## src/hdl/lpc_macros.svh

```systemverilog
/* LPC solver parameters: prediction order and Q number format */
`ifndef LPC_MACROS_SVH
`define LPC_MACROS_SVH

// prediction order, one lane per coefficient
`define LPC_ORDER 12

// word width of r, a, k, E and alpha
`define LPC_WIDTH 32

`define LPC_FRAC 24  // fractional bits

`endif
```

## src/hdl/lpc_pkg.sv

```systemverilog
/* Fixed-point types shared by the Levinson-Durbin solver,
   plus the floor-product rule used by every multiplier */
`include "lpc_macros.svh"

package lpc_pkg;

    typedef logic signed [`LPC_WIDTH-1:0]   coef_t;  // Q word
    typedef logic signed [2*`LPC_WIDTH-1:0] prod_t;  // full product

    // holds 0..ORDER+1
    typedef logic [$clog2(`LPC_ORDER+2)-1:0] idx_t;

    localparam coef_t ONE = coef_t'(1 << `LPC_FRAC);

    // full signed product, floor shift, wrap to one word
    function automatic coef_t qmul(coef_t a, coef_t b);
        prod_t p;
        p = prod_t'(a) * prod_t'(b);
        return coef_t'(p >>> `LPC_FRAC);
    endfunction

endpackage

```

## src/hdl/reflection_divider.sv

```systemverilog
/* Serial restoring divider: k = -alpha/E one quotient bit per cycle,
   then the new error E + k*alpha in the closing cycle */
`include "lpc_macros.svh"

module reflection_divider (
    input  logic           iClock,
    input  logic           arst_n,
    input  logic           start,
    input  lpc_pkg::coef_t alpha,
    input  lpc_pkg::coef_t error,
    output logic           done,
    output lpc_pkg::coef_t k,
    output lpc_pkg::coef_t error_next
);

    localparam int W  = `LPC_WIDTH;
    localparam int CW = $clog2(W + 1);

    logic           busy;
    logic [CW-1:0]  cnt;
    logic [W-1:0]   rem;
    logic [W-1:0]   lo;     // dividend bits still to shift in
    logic [W-1:0]   quo;
    logic [W-1:0]   mag;
    logic [2*W-1:0] dvd;
    logic [W:0]     rem_sh;
    logic [W:0]     diff;
    lpc_pkg::coef_t alpha_q, error_q, k_c;

    assign mag    = alpha[W-1] ? -alpha : alpha;
    assign dvd    = {{W{1'b0}}, mag} << `LPC_FRAC;
    assign rem_sh = {rem, lo[W-1]};
    assign diff   = rem_sh - {1'b0, error_q};  // msb set means no fit
    assign k_c    = alpha_q[W-1] ? quo : -quo;

    always_ff @(posedge iClock or negedge arst_n) begin
        if (!arst_n) begin
            busy <= 1'b0;
            cnt  <= '0;
            done <= 1'b0;
        end else begin
            done <= 1'b0;
            if (start) begin
                busy <= 1'b1;
                cnt  <= CW'(W);
            end else if (busy) begin
                if (cnt != 0) begin
                    cnt <= cnt - 1'b1;
                end else begin
                    busy <= 1'b0;
                    done <= 1'b1;
                end
            end
        end
    end

    always_ff @(posedge iClock) begin
        if (start) begin
            rem     <= dvd[2*W-1:W];  // below E while |k| < 1
            lo      <= dvd[W-1:0];
            quo     <= '0;
            alpha_q <= alpha;
            error_q <= error;
        end else if (busy && cnt != 0) begin
            rem <= diff[W] ? rem_sh[W-1:0] : diff[W-1:0];
            lo  <= lo << 1;
            quo <= {quo[W-2:0], ~diff[W]};
        end else if (busy) begin
            k          <= k_c;
            error_next <= error_q + lpc_pkg::qmul(k_c, alpha_q);
        end
    end

endmodule

```

## config.mk

```make
export PLATFORM = sky130hd
export DESIGN_NAME = reflection_divider
export DESIGN_NICKNAME = d
export VERILOG_FILES = /design/src/hdl/lpc_pkg.sv /design/src/hdl/reflection_divider.sv
export VERILOG_INCLUDE_DIRS = /design/src /design/src/hdl
export SDC_FILE = /design/constraint.sdc
export NUM_CORES = 2
export LEC_CHECK = 0
export ABC_AREA = 1
export BUFFER_PORTS_ARGS = -buffer_cell sky130_fd_sc_hd__buf_4
export CORE_ASPECT_RATIO = 0.6
export CORE_MARGIN = 2
export CORE_UTILIZATION = 60
export DETAILED_ROUTE_END_ITERATION = 8
export PLACE_DENSITY = 0.8
export SKIP_CTS_REPAIR_TIMING = 1
export SYNTH_ARGS = -nofsm -noshare
export SYNTH_HDL_FRONTEND = slang
export SYNTH_SLANG_ARGS = --single-unit
```

## constraint.sdc

```tcl
create_clock -name iClock -period 9.5 [get_ports iClock]
set_input_delay 0.95 -clock iClock [delete_from_list [all_inputs] [get_ports iClock]]
set_output_delay 0.95 -clock iClock [all_outputs]
set_load 0.01 [all_outputs]
```

After elaboration in Yosys (flattened, before gate mapping):

Index checks and enable logic that the tools add are counted.

* bits in registers: 208
* input bits: 67
* output and inout port bits: 65

* add/sub/neg operators: 5
* $mul: 1
* multiplexer cells: 16
* bitwise operators: 3
* reduce and logical (&&, ||, !) cells: 7

Operator list (number)
* $mux 32: 5
* $neg 32->32: 2
* $mul 32x32->56: 1
* $mux 24: 2
* $sub 33x32->33: 1
* $add 32x32->32: 1
* $mux 6: 3
* $mux 1: 6
* $reduce_bool 2->1: 3
* $reduce_bool 6->1: 1
* $sub 6x1->6 const B: 1
* $not 1->1: 3
* $reduce_and 3->1: 1
* $reduce_and 2->1: 1
* $logic_and 1x1->1: 1

Depth between registers and ports, before layout:

* word-level depth: 4
* gate-level depth with buffers: 53
* gate-level depth less buffers: 53

Least setup slack after synthesis:

OpenSTA, ideal clock, no wires.

* path type: flip-flop to flip-flop
* from: register quo[0]
* to: register error_next[31] (data pin)
* library setup time: 0.253 ns
* data arrival time: 8.975 ns
* required time: 9.247 ns
* path slack: 0.272 ns
* cell stages (with the launch flop): 47
* path through: dfxtp_1 > inv_2 > ha_1 > nand3_4 > nor2_1 > inv_1 > nor3_1 > xor2_1 > a21oi_2 > inv_2 > clkbuf_1 > nor2_1 > fa_1 > inv_1 > fa_1 > fa_1 > fa_1 > inv_1 > [... 11 more ...] > a21oi_1 > o21bai_1 > a21oi_1 > nor2_1 > nor2_1 > o21bai_1 > xor2_1 > ha_1 > a21oi_1 > inv_1 > a21oi_1 > inv_1 > a2111oi_0 > nand2_1 > nand3_1 > nand2_1 > nor2_1 > nor2_1

* cells in the longest elaborated chain, start to end: 4

Ends and longest elaborated chain
* start: declaration: RTL line reflection_divider.sv:23 `logic [W-1:0] quo;`
* start signal: assignment: RTL line reflection_divider.sv:67 `quo <= {quo[W-2:0], ~diff[W]};`
* $neg 32->32: RTL line reflection_divider.sv:34 `assign k_c = alpha_q[W-1] ? quo : -quo;`
* $mux 32: RTL line reflection_divider.sv:34
* via k_c[16]: RTL line reflection_divider.sv:28 `lpc_pkg::coef_t alpha_q, error_q, k_c;`
* $mul 32x32->56: RTL line lpc_pkg.sv:18 `p = prod_t'(a) * prod_t'(b);`
* $add 32x32->32: RTL line reflection_divider.sv:70 `error_next <= error_q + lpc_pkg::qmul(k_c, alpha_q);`
* end signal: assignment: RTL line reflection_divider.sv:70
* end: declaration: RTL line reflection_divider.sv:13 `output lpc_pkg::coef_t error_next`

The timed path passes the listed nets, and every way through them passes these cells.
A chain may end at the register's enable or synchronous reset.

Final worst setup path:

* from: register quo[0]
* to: register error_next[30] (data pin)

Same word-level chain as after synthesis.

==> insert_results.sql <==
INSERT INTO impl_metrics (metric_group, metric, value, unit) VALUES
('run_status', 'run_status', 'complete, but fails checks', ''),
('run_status', 'failed_checks', 'design-rule violations, negative setup slack', ''),
('synth', 'syn_nets', '6461', ''),
('setup_path', 'setup.worst_path.end_class', 'flop', ''),
('synth', 'ys_seq_elements', '208', ''),
('timing', 'tns', '-7.50', 'ns'),
('timing', 'tightest_slew', '1.09', 'ns'),
('drt', 'routed_wire_length_per_instance', '22.0', 'um'),
('synth', 'synth_ff_type', 'sky130_fd_sc_hd__edfxtp_1', ''),
('synth', 'syn_inst', '5164', ''),
('place', 'place_hpwl', '124000', 'um'),
('final_layout', 'finalNonFillerCells', '6841', ''),
('cts', 'cts_root_buf', 'sky130_fd_sc_hd__clkbuf_16', ''),
('place', 'port_buffers', '131', ''),
('final_layout', 'n_antenna_cell', '0', ''),
('synth', 'synth_top_cells_by_count', 'sky130_fd_sc_hd__inv_1, sky130_fd_sc_hd__fa_1, sky130_fd_sc_hd__nor2_1, sky130_fd_sc_hd__nand2_1, sky130_fd_sc_hd__ha_1', ''),
('cts', 'clock_tree.buffer_depth', '3', ''),
('global_route', 'remaining_global_route_overflow', '0', ''),
('setup_path', 'cp_slowest_stage_delay', '0.58', 'ns'),
('timing', 'worst_clock_skew', '0.0340', 'ns'),
('cts', 'htree_levels', '1', ''),
('synth', 'yosys.area.top_type', 'sky130_fd_sc_hd__fa_1', ''),
('setup_path', 'cp.buffers_inverters', '10', ''),
('timing', 'fmax', '0.0986', 'GHz'),
('cts', 'clk-insertion-delay-late', '0.61', 'ns'),
('die', 'core_area', '0.0738', 'sq mm'),
('die', 'dieWidth', '357', 'um'),
('final_layout', 'syn_to_final_growth', '21.0', '%'),
('setup_path', 'worst_path_max_delay_cell', 'sky130_fd_sc_hd__fa_1', ''),
('drt', 'ratio_of_routed_vias_to_standard_cells', '5.70', ''),
('die', 'placement_rows', '77', ''),
('place', 'placed_cells_incl_taps', '6772', ''),
('timing', 'fin_crit_sh', '107', '%'),
('die', 'ios', '132', ''),
('setup_path', 'count_of_cell_instances_traversed_by_the_critical_path', '43', ''),
('cts', 'numCtsBuffers', '23', ''),
('setup_path', 'r2r_cells', '43', ''),
('setup_path', 'startpoint', 'quo[0]$_SDFFE_PP0P_', ''),
('drt', 'drc_errors', '2', ''),
('global_route', 'grt_antenna_before_repair', '3', ''),
('setup_path', 'required_arrival_time_at_the_worst_endpoint', '9.86', 'ns'),
('synth', 'synth_enable_flop_cells', '160', ''),
('synth', 'synthesis.yosys.warnings', '0', ''),
('worst_hold_path', 'timing.hold.worst.class', 'input pin to asynchronous set/reset pin', ''),
('timing', 'report.final.hold_viol_count', '0', ''),
('cts', 'cts.sink_count', '208', ''),
('global_route', 'gr-usage-all-layers', '39.1', '%'),
('synth', 'netlist-cell-type-count', '69', ''),
('global_route', 'via_count_of_the_first_global_routing_pass', '39804', ''),
('global_route', 'grt_first_pass_wirelength', '228000', 'um'),
('timing', 'rsz0062_at_grt', 'yes', ''),
('timing', 'finalCriticalPeriod', '10.14', 'ns'),
('drt', 'antenna_left', '0', ''),
('synth', 'ys_async_sr_fraction', '3.85', '%'),
('timing', 'post-route-worst-setup-slack', '-0.641', 'ns'),
('setup_path', 'crit_family', 'adder cells', ''),
('final_layout', 'fraction_of_final_layout_cells_with_drive_strength_greater_than_1', '20.5', '%'),
('synth', 'synth.yosys.seq_area_share', '13.0', '%'),
('synth', 'post_synth_main_area_contributors', 'sky130_fd_sc_hd__fa_1, sky130_fd_sc_hd__edfxtp_1, sky130_fd_sc_hd__inv_1', ''),
('timing', 'max_slew_margin', '27.4', '%'),
('setup_path', 'timing.critical_path.fanout_max', '4', ''),
('setup_path', 'crit_arrival', '10.50', 'ns'),
('timing', 'maxSlewViolCount', '0', ''),
('drt', 'drt_iter0_drc', '4736', ''),
('timing', 'final-setup-viol-count', '22', ''),
('synth', 'netlist.area_leader.share', '44.0', '%'),
('die', 'initial_cell_density_of_the_core', '60.7', '%'),
('run', 'cap_violations', '0', ''),
('cts', 'cts.clk_slew.worst_paths', '0.07', 'ns'),
('setup_path', 'cpMostUsedCell', 'sky130_fd_sc_hd__fa_1', ''),
('synth', 'synth.most_common_cell', 'sky130_fd_sc_hd__inv_1', '');
flip-flops by register name, summed over array words and instances, names as in the netlist:
register,flops
alpha_q,32
error_next,32
error_q,32
k,32
quo,32
rem,32
lo,8
cnt,6
busy,1
done,1
kinds of logic after synthesis:
family | after synthesis | share of synthesized area [%]
AND/OR/NAND/NOR | 1734 | 15.9
buffers and inverters | 1402 | 11.9
adder cells (fa/ha/maj) | 1230 | 50.9
AO/OA/AOI/OAI | 481 | 6.12
flip-flops | 208 | 13.0
XOR/XNOR | 109 | 2.23
layout make-up:
| class | instances | area, sq um |
|---|---|---|
| Tap cell | 987 | 1230 |
| Sequential cell | 208 | 5810 |
| Clock inverter | 17 | 171 |
| Inverter | 1219 | 4600 |
| Fill cell | 5219 | 19600 |
| Clock buffer | 25 | 593 |
| Timing Repair Buffer | 831 | 6850 |
| Multi-Input combinational cell | 3554 | 34900 |
path summary, 6_finish.rpt:
kind | slack [ns] | end
max reg2reg | -0.64 | error_next[30]$_DFFE_PP_
min reg2reg | 0.50 | rem[31]$_SDFFE_PP0P_
min in group iClock | 0.50 | rem[31]$_SDFFE_PP0P_
max | -0.64 | error_next[30]$_DFFE_PP_
min | 0.14 | cnt[5]$_DFFE_PN0P_
max in group asynchronous | 9.22 | cnt[2]$_DFFE_PN0P_
worst register-to-register path, delay by kind of cell (launching register included):
| kind | cells | cell delay, ns |
|---|---|---|
| buffers and inverters | 10 | 1.28 |
| adders and majority gates | 11 | 4.94 |
| and+or+nand+nor | 14 | 1.62 |
| xor gates and xnor gates | 3 | 0.57 |
| AOI/OAI and AO/OA | 5 | 1.19 |
| DFF | 1 | 0.32 |
cells in the final DEF, fill, tap and decap left out, drive strengths merged, types with 18 or more instances in the layout:
cell type  instances
xor2              74
nand2            713
a21oi            194
a31oi             18
clkbuf            25
nor2             861
inv             1197
o22ai             34
nor3              23
ha               246
edfxtp           160
nand3             93
clkinv            36
xnor2             35
buf              831
o211ai            27
fa               984
o21ai            154
dfxtp             40
metrics by stage:
step | area (sq um) | hold slack (ns) | util, % | setup WS (ns)
CTS | 52600 | 0.138 | 71.2 | -0.868
detailed placement | 51800 | 0.487 | 70.2 | -0.839
global placement | 51800 | 0.469 | 70.2 | -0.602
finish | 54200 | 0.144 | 73.4 | -0.641
floorplan | 44800 | 0.454 | - | 0.272
global route | 54200 | 0.139 | 73.4 | -1.01
routing by layer:
layer / global-route usage (%) / up-vias / part of all wire [%] / wire length, um
li1: - / 16704 / - / -
met1: 56.1 / 19044 / 38 / 56500
met2: 54.3 / 2790 / 41 / 62200
met3: 16.0 / 431 / 17 / 25500
met4: 12.2 / 10 / 4.1 / 6100
met5: 0 / - / 0.043 / 65
Power is not shown: default switching activity piles up to over one toggle a cycle in this logic, so the estimate is an artifact.
